## src/rtl/pic_pkg.sv

```systemverilog
package pic_pkg;

	// ==================================================
	// source numbering
	// ==================================================

	// request lines, source 0 is the nmi input
	localparam int PIC_NUM_SRC = 32;
	// width of a source number
	localparam int PIC_SRC_W = 5;

	// ==================================================
	// register kinds, decoded from address bits 7:2
	// ==================================================

	typedef enum logic [3:0] {
		REG_CAUSE,
		REG_ENABLE,
		REG_EN_CLR,
		REG_EN_SET,
		REG_EDGE_SEL,
		REG_EDGE_RST,
		REG_TRIGGER,
		REG_CONTROL,
		REG_NONE
	} pic_reg_e;

	// per-source control word
	typedef struct packed {
		logic [7:0] cause;
		logic [3:0] level;
		logic       enable;
		// 1 = edge sensed, 0 = level sensed
		logic       edge_sense;
	} pic_ctl_t;

	// one bus access, valid only while it is selected
	typedef struct packed {
		logic                 wr;
		logic                 rd;
		pic_reg_e             kind;
		logic [PIC_SRC_W-1:0] src;
		logic [31:0]          data;
	} pic_cmd_t;

	// registered winner of the priority encoder
	typedef struct packed {
		logic                 valid;
		logic [PIC_SRC_W-1:0] src;
		logic [3:0]           level;
		logic [7:0]           cause;
	} pic_req_t;

endpackage

```

## src/rtl/pic_bus_decode.sv

```systemverilog
`timescale 1ns/1ps

module pic_bus_decode
#(
	parameter logic [23:0] IO_BASE = 24'h000000
)
(
	input  logic               clk,
	input  logic               rst_i,
	input  logic               cyc_i,
	input  logic               stb_i,
	input  logic               wr_i,
	input  logic [31:0]        adr_i,
	input  logic [31:0]        dat_i,
	output logic               ack_o,
	output pic_pkg::pic_cmd_t  cmd_o
);

	import pic_pkg::*;

	logic     cs;
	logic     rd_ack_q;
	pic_reg_e kind;

	// ==================================================
	// chip select and acknowledge
	// ==================================================

	// block occupies one 256 byte page
	assign cs = cyc_i & stb_i & (adr_i[31:8] == IO_BASE);

	// read ack comes one cycle after select
	// and drops again once it has been given, so back to back reads
	// each wait their own cycle
	always_ff @(posedge clk)
	begin
		if (rst_i)
			rd_ack_q <= 1'b0;
		else
			rd_ack_q <= cs & ~wr_i & ~ack_o;
	end

	// writes complete in the select cycle
	assign ack_o = cs & (wr_i | rd_ack_q);

	// ==================================================
	// register classification
	// ==================================================

	always_comb
	begin
		// upper half of the page is the control word array
		if (adr_i[7])
			kind = REG_CONTROL;
		else
		begin
			case (adr_i[6:2])
				5'd0:    kind = REG_CAUSE;
				5'd1:    kind = REG_ENABLE;
				5'd2:    kind = REG_EN_CLR;
				5'd3:    kind = REG_EN_SET;
				5'd4:    kind = REG_EDGE_SEL;
				5'd5:    kind = REG_EDGE_RST;
				5'd6:    kind = REG_TRIGGER;
				default: kind = REG_NONE;
			endcase
		end
	end

	// command to the configuration block
	always_comb
	begin
		cmd_o.wr   = cs & wr_i;
		cmd_o.rd   = cs & ~wr_i;
		cmd_o.kind = kind;
		// control words index by address, single-bit registers by data
		cmd_o.src  = (kind == REG_CONTROL) ? adr_i[6:2] : dat_i[PIC_SRC_W-1:0];
		cmd_o.data = dat_i;
	end

endmodule

```

## src/rtl/pic_source_config.sv

```systemverilog
`timescale 1ns/1ps

module pic_source_config
(
	input  logic                                          clk,
	input  logic                                          rst_i,
	input  pic_pkg::pic_cmd_t                             cmd_i,
	input  pic_pkg::pic_req_t                             req_i,
	output logic [31:0]                                   dat_o,
	output logic [pic_pkg::PIC_NUM_SRC-1:0]               enable_o,
	output logic [pic_pkg::PIC_NUM_SRC-1:0]               edge_sel_o,
	output logic [pic_pkg::PIC_NUM_SRC-1:0]               edge_rst_o,
	output logic [pic_pkg::PIC_NUM_SRC-1:0]               trig_o,
	output pic_pkg::pic_ctl_t [pic_pkg::PIC_NUM_SRC-1:0]  ctl_o
);

	import pic_pkg::*;

	logic [PIC_NUM_SRC-1:0]       enable_q;
	logic [PIC_NUM_SRC-1:0]       edge_sel_q;
	logic [PIC_NUM_SRC-1:0]       edge_rst_q;
	logic [PIC_NUM_SRC-1:0]       trig_q;
	logic [PIC_NUM_SRC-1:0][7:0]  cause_q;
	logic [PIC_NUM_SRC-1:0][3:0]  level_q;

	// ==================================================
	// command execution
	// ==================================================

	always_ff @(posedge clk)
	begin
		if (rst_i)
		begin
			enable_q   <= '0;
			// everything starts edge sensed
			edge_sel_q <= '1;
			edge_rst_q <= '0;
			trig_q     <= '0;
			for (int n = 0; n < PIC_NUM_SRC; n++)
			begin
				cause_q[n] <= 8'h00;
				level_q[n] <= 4'd8;
			end
		end
		else
		begin
			// pulses last one cycle
			edge_rst_q <= '0;
			trig_q     <= '0;
			if (cmd_i.wr)
			begin
				case (cmd_i.kind)
					REG_ENABLE:   enable_q <= cmd_i.data;
					REG_EN_CLR:   enable_q[cmd_i.src] <= 1'b0;
					REG_EN_SET:   enable_q[cmd_i.src] <= 1'b1;
					REG_EDGE_SEL: edge_sel_q <= cmd_i.data;
					REG_EDGE_RST: edge_rst_q[cmd_i.src] <= 1'b1;
					REG_TRIGGER:  trig_q[cmd_i.src] <= 1'b1;
					REG_CONTROL:
					begin
						cause_q[cmd_i.src]    <= cmd_i.data[7:0];
						level_q[cmd_i.src]    <= cmd_i.data[11:8];
						enable_q[cmd_i.src]   <= cmd_i.data[16];
						edge_sel_q[cmd_i.src] <= cmd_i.data[17];
					end
					// cause register is read only
					default: ;
				endcase
			end
		end
	end

	// ==================================================
	// read data
	// ==================================================

	always_ff @(posedge clk)
	begin
		if (rst_i)
			dat_o <= 32'h0;
		else if (cmd_i.rd)
		begin
			case (cmd_i.kind)
				REG_CAUSE:   dat_o <= {24'h0, req_i.cause};
				// edge 17, enable 16, level 11:8, cause 7:0
				REG_CONTROL: dat_o <= {14'h0, edge_sel_q[cmd_i.src], enable_q[cmd_i.src],
				                       4'h0, level_q[cmd_i.src], cause_q[cmd_i.src]};
				default:     dat_o <= enable_q;
			endcase
		end
		else
			dat_o <= 32'h0;
	end

	// outputs
	assign enable_o   = enable_q;
	assign edge_sel_o = edge_sel_q;
	assign edge_rst_o = edge_rst_q;
	assign trig_o     = trig_q;

	always_comb
	begin
		for (int n = 0; n < PIC_NUM_SRC; n++)
		begin
			ctl_o[n].cause      = cause_q[n];
			ctl_o[n].level      = level_q[n];
			ctl_o[n].enable     = enable_q[n];
			ctl_o[n].edge_sense = edge_sel_q[n];
		end
	end

endmodule

```

## src/rtl/pic_edge_detect.sv

```systemverilog
`timescale 1ns/1ps

module pic_edge_detect
(
	input  logic                            clk,
	input  logic                            rst_i,
	input  logic [pic_pkg::PIC_NUM_SRC-1:0] irq_src_i,
	input  logic [pic_pkg::PIC_NUM_SRC-1:0] edge_sel_i,
	input  logic [pic_pkg::PIC_NUM_SRC-1:0] edge_rst_i,
	input  logic [pic_pkg::PIC_NUM_SRC-1:0] trig_i,
	output logic [pic_pkg::PIC_NUM_SRC-1:0] pending_o
);

	import pic_pkg::*;

	// source 0 is nmi and has no history or latch
	// previous sample of each input
	logic [PIC_NUM_SRC-1:1] prev_q;
	// edge latches
	logic [PIC_NUM_SRC-1:1] latch_q;

	// ==================================================
	// input history and edge latches
	// ==================================================

	always_ff @(posedge clk)
	begin
		if (rst_i)
		begin
			prev_q  <= '0;
			latch_q <= '0;
		end
		else
		begin
			for (int n = 1; n < PIC_NUM_SRC; n++)
			begin
				prev_q[n] <= irq_src_i[n];
				// reset pulse beats a rising input or trigger
				if (edge_rst_i[n])
					latch_q[n] <= 1'b0;
				else if ((irq_src_i[n] & ~prev_q[n]) | trig_i[n])
					latch_q[n] <= 1'b1;
			end
		end
	end

	// level sources use the sampled input, so both senses
	// reach the encoder one edge after the input changes
	always_comb
	begin
		pending_o[0] = 1'b0;
		for (int n = 1; n < PIC_NUM_SRC; n++)
			pending_o[n] = edge_sel_i[n] ? latch_q[n] : prev_q[n];
	end

endmodule

```

## src/rtl/pic_priority_encode.sv

```systemverilog
`timescale 1ns/1ps

module pic_priority_encode
(
	input  logic                                          clk,
	input  logic                                          rst_i,
	input  logic [pic_pkg::PIC_NUM_SRC-1:0]               pending_i,
	input  logic [pic_pkg::PIC_NUM_SRC-1:0]               enable_i,
	input  pic_pkg::pic_ctl_t [pic_pkg::PIC_NUM_SRC-1:0]  ctl_i,
	input  logic                                          nmi_i,
	output pic_pkg::pic_req_t                             req_o,
	output logic [3:0]                                    irq_o,
	output logic [7:0]                                    cause_o,
	output logic                                          nmi_o
);

	import pic_pkg::*;

	pic_req_t req_d;
	pic_req_t req_q;

	// ==================================================
	// highest pending and enabled source
	// ==================================================

	always_comb
	begin
		req_d = '0;
		// ascending scan so the highest match is the last one kept
		// masking before the scan lets a lower enabled source win
		for (int n = 1; n < PIC_NUM_SRC; n++)
		begin
			if (pending_i[n] & enable_i[n])
			begin
				req_d.valid = 1'b1;
				req_d.src   = PIC_SRC_W'(n);
				req_d.level = ctl_i[n].level;
				req_d.cause = ctl_i[n].cause;
			end
		end
	end

	// registered every edge so the cpu sees a stable code
	always_ff @(posedge clk)
	begin
		if (rst_i)
			req_q <= '0;
		else
			req_q <= req_d;
	end

	assign req_o   = req_q;
	// level and cause are zero when nothing is pending
	assign irq_o   = req_q.level;
	assign cause_o = req_q.cause;
	// nmi bypasses the encoder
	assign nmi_o   = nmi_i & enable_i[0];

endmodule

```

## src/rtl/pic_top.sv

```systemverilog
`timescale 1ns/1ps

module pic_top
#(
	parameter logic [23:0] IO_BASE = 24'hFFDC0F
)
(
	input  logic        clk,
	input  logic        rst_i,
	input  logic        cyc_i,
	input  logic        stb_i,
	input  logic        wr_i,
	input  logic [31:0] adr_i,
	input  logic [31:0] dat_i,
	input  logic [31:0] irq_src_i,
	input  logic        nmi_i,
	output logic        ack_o,
	output logic [31:0] dat_o,
	output logic [3:0]  irq_o,
	output logic [7:0]  cause_o,
	output logic        nmi_o
);

	import pic_pkg::*;

	pic_cmd_t                    cmd;
	pic_req_t                    req;
	logic [PIC_NUM_SRC-1:0]      enable;
	logic [PIC_NUM_SRC-1:0]      edge_sel;
	logic [PIC_NUM_SRC-1:0]      edge_rst;
	logic [PIC_NUM_SRC-1:0]      trig;
	logic [PIC_NUM_SRC-1:0]      pending;
	pic_ctl_t [PIC_NUM_SRC-1:0]  ctl;

	// ==================================================
	// bus side
	// ==================================================

	pic_bus_decode #(
		.IO_BASE (IO_BASE)
	) u_bus_decode (
		.clk   (clk),
		.rst_i (rst_i),
		.cyc_i (cyc_i),
		.stb_i (stb_i),
		.wr_i  (wr_i),
		.adr_i (adr_i),
		.dat_i (dat_i),
		.ack_o (ack_o),
		.cmd_o (cmd)
	);

	pic_source_config u_source_config (
		.clk        (clk),
		.rst_i      (rst_i),
		.cmd_i      (cmd),
		.req_i      (req),
		.dat_o      (dat_o),
		.enable_o   (enable),
		.edge_sel_o (edge_sel),
		.edge_rst_o (edge_rst),
		.trig_o     (trig),
		.ctl_o      (ctl)
	);

	// ==================================================
	// request side
	// ==================================================

	// bit 0 of irq_src_i is ignored, nmi has its own pin
	pic_edge_detect u_edge_detect (
		.clk        (clk),
		.rst_i      (rst_i),
		.irq_src_i  (irq_src_i),
		.edge_sel_i (edge_sel),
		.edge_rst_i (edge_rst),
		.trig_i     (trig),
		.pending_o  (pending)
	);

	pic_priority_encode u_priority_encode (
		.clk       (clk),
		.rst_i     (rst_i),
		.pending_i (pending),
		.enable_i  (enable),
		.ctl_i     (ctl),
		.nmi_i     (nmi_i),
		.req_o     (req),
		.irq_o     (irq_o),
		.cause_o   (cause_o),
		.nmi_o     (nmi_o)
	);

endmodule

```

## config.mk

```make
export PLATFORM = sky130hd
export DESIGN_NAME = pic_top
export DESIGN_NICKNAME = d
export VERILOG_FILES = /design/src/rtl/pic_pkg.sv /design/src/rtl/pic_bus_decode.sv /design/src/rtl/pic_source_config.sv /design/src/rtl/pic_edge_detect.sv /design/src/rtl/pic_priority_encode.sv /design/src/rtl/pic_top.sv
export SDC_FILE = /design/constraint.sdc
export NUM_CORES = 2
export LEC_CHECK = 0
export BUFFER_PORTS_ARGS = -buffer_cell sky130_fd_sc_hd__buf_2
export CAP_MARGIN = 25
export CORE_ASPECT_RATIO = 0.9
export CORE_MARGIN = 10
export CORE_UTILIZATION = 30
export DETAILED_ROUTE_END_ITERATION = 6
export HOLD_SLACK_MARGIN = 0.15
export PLACE_DENSITY = 0.45
export SYNTH_ARGS = -nofsm -noshare
export SYNTH_HDL_FRONTEND = slang
export SYNTH_SLANG_ARGS = --single-unit
```

## constraint.sdc

```tcl
create_clock -name clk -period 5.18 [get_ports clk]
set_input_delay 0.518 -clock clk [delete_from_list [all_inputs] [get_ports clk]]
set_output_delay 0.518 -clock clk [all_outputs]
set_load 0.005 [all_outputs]
```

# == Word level (Yosys, flattened, before mapping) ==
# Index checks and enable logic that the tools add are counted.
# classes
addsub,0
n_mul,0
div_mod_pow,0
magnitude_cmp,2
n_eq_ne,14
shifts,0
mux,86
n_bitwise,141
n_reduce_logical,42
# op_table
cell,count
two-way mux 12 bit,31
bitwise mux 256 bit,1
bitwise mux 128 bit,1
case mux 32 bit (2 select lines),2
case mux 32 bit (4 select lines),1
bitwise AND 1 bit,69
bitwise mux 32 bit,2
OR reduction 2 bit,32
binary-select mux 8 bit (select 5 bit),1
demux 8 bit (select 5 bit),1
NOT 1 bit,37
two-way mux 1 bit,34
bitwise AND 32 bit,1
NOT 32 bit,1
OR 1 bit,32
OR 32 bit,1
case mux 4 bit (7 select lines),1
"equality test 24 bit, second input constant",1
binary-select mux 4 bit (select 5 bit),1
demux 4 bit (select 5 bit),1
"equality test 4 x 3 -> 1 bit, second input constant",4
two-way mux 8 bit,2
"equality test 5 x 3 -> 1 bit, second input constant",3
two-way mux 4 bit,3
16 further kinds,22
# word_totals
register_bits,619
latch_bits,0
ram_bits,0
mem_bits_ro,0
inputBits,102
out_inout_bits,46
wordCells,389
mem_count,0

# == Longest topological paths before layout ==
# logic_depth
ltp_word,33
depth_mapped,12
ltp_nobuf,7

# == By module ==
# A second synthesis with hierarchy kept.
# unflattened
hier_cells,4148
hier_area_um2,32372.3
# by_module_without_submodules
module,n_inst,cells_each,area_each_um2,seq_area_each_um2
pic_source_config,1,3098,24601.1,10890.4
pic_priority_encode,1,760,4719.5,360.3
pic_edge_detect,1,226,2560.0,1241.2
pic_bus_decode,1,64,491.7,20.0

# == Worst setup path before layout ==
# No wires, ideal clock.
# synth_path
kind,input -> register
from,in adr_i[15]
to,reg u_source_config.level_q (netlist bit u_source_config.ctl_o[89])
setup_ns,0.129
t_arrival_ns,2.490
required_ns,5.051
setup_slack_ns,2.561
stages,11
path_buffers,4
cell_sequence,nor4_1 > nand2_1 > nand4bb_1 > or2_1 > clkbuf_1 > buf_2 > buf_4 > nor2_2 > buf_4 > mux2i_1 > nand2_1
# synth_between
elab_chain_len,4
# synth_lines
element,line,text
from (decl),pic_top.sv:13,"input logic [31:0] adr_i,"
equality test 24 bit,pic_bus_decode.sv:30,assign cs = cyc_i & stb_i & (adr_i[31:8] == IO_BASE);
bitwise AND 1 bit,pic_bus_decode.sv:30,
bitwise AND 1 bit,pic_bus_decode.sv:73,cmd_o.wr = cs & wr_i;
AND reduction 2 bit (no line),n/a,
"to (signal, indexed assignment)",pic_source_config.sv:62,level_q[cmd_i.src] <= cmd_i.data[11:8];
to (decl),pic_source_config.sv:24,logic [PIC_NUM_SRC-1:0][3:0] level_q;
# No other way between the ends.
# A chain may end at the register's enable or synchronous reset.

# == Worst setup path in the final report ==
# layout_path
from,in adr_i[7]
to,reg u_source_config.dat_o[8]
# layout_between
elab_chain_len,6
word_cells_on_any_way,7
classes_between,eq/ne (1); mux (5); reduce/logical (1)
# layout_lines
element,line,text
two-way mux 4 bit (*),pic_bus_decode.sv:53,if (adr_i[7])
equality test 4 x 3 -> 1 bit,"pic_bus_decode.sv:77, pic_source_config.sv:83",
two-way mux 5 bit,pic_bus_decode.sv:77,cmd_o.src = (kind == REG_CONTROL) ? adr_i[6:2] : dat_i[PIC_SRC_W-1:0];
binary-select mux 4 bit (select 5 bit),pic_source_config.sv:87,"4'h0, level_q[cmd_i.src], cause_q[cmd_i.src]};"
two-way mux 4 bit (implied by the code),pic_source_config.sv:87,
case mux 32 bit (2 select lines) (*),pic_source_config.sv:83,case (cmd_i.kind)
to (signal assigned),pic_source_config.sv:84,"REG_CAUSE: dat_o <= {24'h0, req_i.cause};"
to (signal assigned),pic_source_config.sv:86,"REG_CONTROL: dat_o <= {14'h0, edge_sel_q[cmd_i.src], enable_q[cmd_i.src],"
to (signal assigned),pic_source_config.sv:88,default: dat_o <= enable_q;
to (decl),pic_source_config.sv:9,"output logic [31:0] dat_o,"
# Every way passes the cells marked *; elsewhere a longest branch is shown, timed or not. The select of a mux whose other input is x is not followed.

==> results.sh <==
export IMPL_grt_ovfl_total=0
export IMPL_placed_area_mm2=0.0318
export IMPL_synth_nets=3896
export IMPL_wire_per_inst_um=24.8
export IMPL_p_comb_share_pct=8.2
export IMPL_row_count=109
export IMPL_post_route_period_util_pct=68.6
export IMPL_swShare_pct=25.9
export IMPL_synth_distinct_cells=61
export IMPL_yosysTopAreaCell="dfxtp_1"
export IMPL_required_ns=5.71
export IMPL_setup_viol=0
export IMPL_cp_max_fo=75
export IMPL_drive_gt1_share_pct=11.3
export IMPL_wl_mm=129
export IMPL_core_mm2=0.0983
export IMPL_status="completed"
export IMPL_p_leak_uw=0.0121
export IMPL_totalNegativeSetupSlack_ns=0
export IMPL_finalMaxSlewViolations=0
export IMPL_final_nets=3927
export IMPL_ys_seq_elements=617
export IMPL_grt_pass1_wl_mm=191
export IMPL_numCtsBuffers=71
export IMPL_clk_latency_ns=0.66
export IMPL_wl_met1_mm=61.4
export IMPL_clk_pin_slew_ns=0.06
export IMPL_wl_met3_mm=9.28
export IMPL_post_drt_via_cell_ratio=5.51
export IMPL_synth_top_family_by_area="simple AND/OR/NAND/NOR gates"
export IMPL_yosys_top_cells_area="dfxtp_1 42%, mux2i_1 10%, nand2_1 8.7%, nor2_1 5.4%, a21oi_1 4.2%"
export IMPL_drtPass1Iterations=5
export IMPL_yosysSeqAreaShare_pct=41.5
export IMPL_holdPathEnd="u_edge_detect.prev_q[1]"
export IMPL_synth_simple_area_share_pct=22.5
export IMPL_gp_congestion=0.889
export IMPL_p_int_uw=8190
export IMPL_drt_iter0_drc=2978
export IMPL_fillerInstances=10500
export IMPL_rr_endpoint="u_priority_encode.cause_o[7]"
export IMPL_yosys_area_share_adder_pct=0
export IMPL_htreeDepth=3
export IMPL_dpl_hpwl_mm=87.4
export IMPL_synth_area_mm2=0.0297
export IMPL_drc_errors=0
export IMPL_switching_power_uw=2860
export IMPL_clock_path_buffers=3
export IMPL_hold_buffers=37
export IMPL_p_seq_share_pct=43.4
export IMPL_ff2ff_path_depth=7
export IMPL_pwr_share_clk_pct=48.4
export IMPL_rsz0062_at_grt="no"
export IMPL_post_cts_setup_buffer_count=0
export IMPL_area_growth_synth_to_final_pct=16.5
export IMPL_ys_flop_type="dfxtp_1"
export IMPL_synth_top_area_share_pct=41.5
export IMPL_hold_viol_final=0
export IMPL_initial_core_util_pct=30.2
export IMPL_synth_edf_count=0
export IMPL_cp_arrival_ns=4.08
export IMPL_cts_root_buffer="clkbuf_16"
export IMPL_grt_util_all_layers_pct=22.1
export IMPL_die_area_mm2=0.112
export IMPL_die_x_um=352
export IMPL_final_cell_area_mm2=0.0347
export IMPL_hold_path_class="input pin to register"
export IMPL_tritoncts="done"
export IMPL_synth_avg_cell_area_um2=7.84
export IMPL_cap_violations=0
export IMPL_synth_compound_area_share_pct=19.3
export IMPL_r2r_start="u_source_config.edge_sel_o[29]"
export IMPL_die_h_um=319
export IMPL_end_kind="register"
export IMPL_io_buffers=144
export IMPL_cts_num_sinks=617
export IMPL_wl_met2_mm=54.1
export IMPL_crit_type="input pin to register"
export IMPL_power_density_mw_per_mm2=319
export IMPL_vdd_drop_max_uv=232
export IMPL_num_vias=28700
export IMPL_grt_pass1_vias=27200
export IMPL_synthCells=3794
export IMPL_cts_resized=0
export IMPL_holdPathStages=2
export IMPL_post_route_min_period_ns=3.55
export IMPL_r2r_slack_ns=1.79
export IMPL_fin_worst_skew_ns=0.0309
export IMPL_num_io_pins=148
export IMPL_postRouteAntennaNets=0
export IMPL_async_flop_share_pct=0
export IMPL_grt_max_degree=91
export IMPL_hp_start="irq_src_i[1]"
export IMPL_worstMarginPinSlew_ns=1.09
export IMPL_antenna_found_initial=0
export IMPL_routed_top_layer="met4"
export IMPL_hold_ws_ns=0.190
export IMPL_yosys_area_share_xor_xnor_pct=0
export IMPL_cp_start_kind="input pin"
export IMPL_ys_warn_count=0
export IMPL_max_clock_freq_mhz=281
export IMPL_relSlewSlack_pct=27.6
export IMPL_synthMuxAreaShare_pct=11.0
layout by cell type, fill, tap and decap left out, drive strengths merged, types with 27 or more instances in the layout:
master / count
nand2: 693
dfxtp: 617
nor2: 447
mux2i: 304
buf: 267
a21oi: 252
nand3: 184
o21ai: 169
clkbuf: 103
nor3: 82
a211oi: 77
inv: 72
o22ai: 52
a221o: 49
a31oi: 46
o211ai: 41
nor2b: 41
dlygate4sd3: 37
a22oi: 31
o2bb2ai: 31
a22o: 30
o221ai: 30
nor4: 27
area by class of cell:
cell class | count | area (µm²) | share of cell area (%)
clock inverter | 21 | 280 | 0.809
antenna | 1 | 2.50 | 0.00722
timing repair buffer | 304 | 2130 | 6.16
inverter | 71 | 267 | 0.769
tap | 1332 | 1670 | 4.81
sequential | 617 | 12400 | 35.6
clock buffer | 103 | 2140 | 6.19
multi-input combinational | 2760 | 15800 | 45.6
state kept, by name (all words and copies together), names as in the netlist:
name / cells
u_source_config.trig_o: 31
u_source_config.dat_o: 32
u_source_config.edge_sel_o: 32
u_source_config.enable_o: 32
u_priority_encode.irq_o: 4
u_edge_detect.latch_q: 31
u_source_config.ctl_o: 384
u_priority_encode.cause_o: 8
u_bus_decode.rd_ack_q: 1
u_source_config.edge_rst_o: 31
u_edge_detect.prev_q: 31
worst max-delay path, cell delays in order:
cell     delay, ns
buf_4         0.67
mux2_8        0.76
buf_4         0.35
nand2_1       0.07
and3_1        0.18
a31oi_1       0.37
o22ai_1       0.16
nor4_1        0.43
a22o_1        0.39
how the worst max path moves through the flow:
stage / startpoint / to / slack (ns)
6_report: adr_i[7] / u_source_config.dat_o[8] / 1.63
4_1_cts: adr_i[7] / u_source_config.dat_o[8] / 1.75
5_1_grt: adr_i[7] / u_source_config.ctl_o[207] / 1.57
3_5_place_dp: adr_i[7] / u_source_config.dat_o[8] / 1.07
2_1_floorplan: adr_i[15] / u_source_config.ctl_o[89] / 2.56
3_3_place_gp: adr_i[7] / u_source_config.ctl_o[97] / 1.08
layer usage:
layer	vias to the layer above	GRT usage, %
met5	-	0
met2	1158	32.4
met3	210	3.83
li1	13400	-
met1	14000	32.3
met4	0	6.94
synth_stat cells, types with 35 or more instances:
cell type	n
nand2_1	693
dfxtp_1	617
nor2_1	426
mux2i_1	304
a21oi_1	252
clkbuf_1	252
nand3_1	184
o21ai_1	123
nor3_1	82
a211oi_1	77
inv_1	70
o22ai_1	52
a221o_1	49
a31oi_1	46
o21ai_0	46
nor2b_1	41
o211ai_1	41
buf_1	36
buf_2	35
cells by family (layout without fill, tap and decap cells):
group | after synthesis | after routing
multiplexers | 324 | 324
buffers and inverters | 417 | 499
AND/OR/NAND/NOR | 1561 | 1561
flip-flops | 617 | 617
AO/OA/AOI/OAI | 875 | 875
other | 0 | 1
power groups by stage:
stage	Combinational, µW	Clock [µW]	Sequential (µW)
CTS	893	5440	4790
global route	959	5620	4800
floorplan	489	0	4890
detailed placement	867	0	4900
finish	904	5350	4800
global placement	866	0	4900
stage by stage:
| step | total power (µW) | setup WS (ns) | utilization [%] | std cells |
|---|---|---|---|---|
| final | 11000 | 1.63 | 35.2 | 5209 |
| after global routing | 11400 | 1.57 | 35.2 | 5208 |
| after CTS | 11100 | 1.75 | 35.2 | 5207 |
| after detailed placement | 5770 | 1.07 | 32.4 | 5046 |
| after global placement | 5770 | 1.08 | 32.3 | 5043 |
| after floorplan | 5380 | 2.56 | - | 3794 |
No activity file was read; power rests on OpenSTA's default activity.
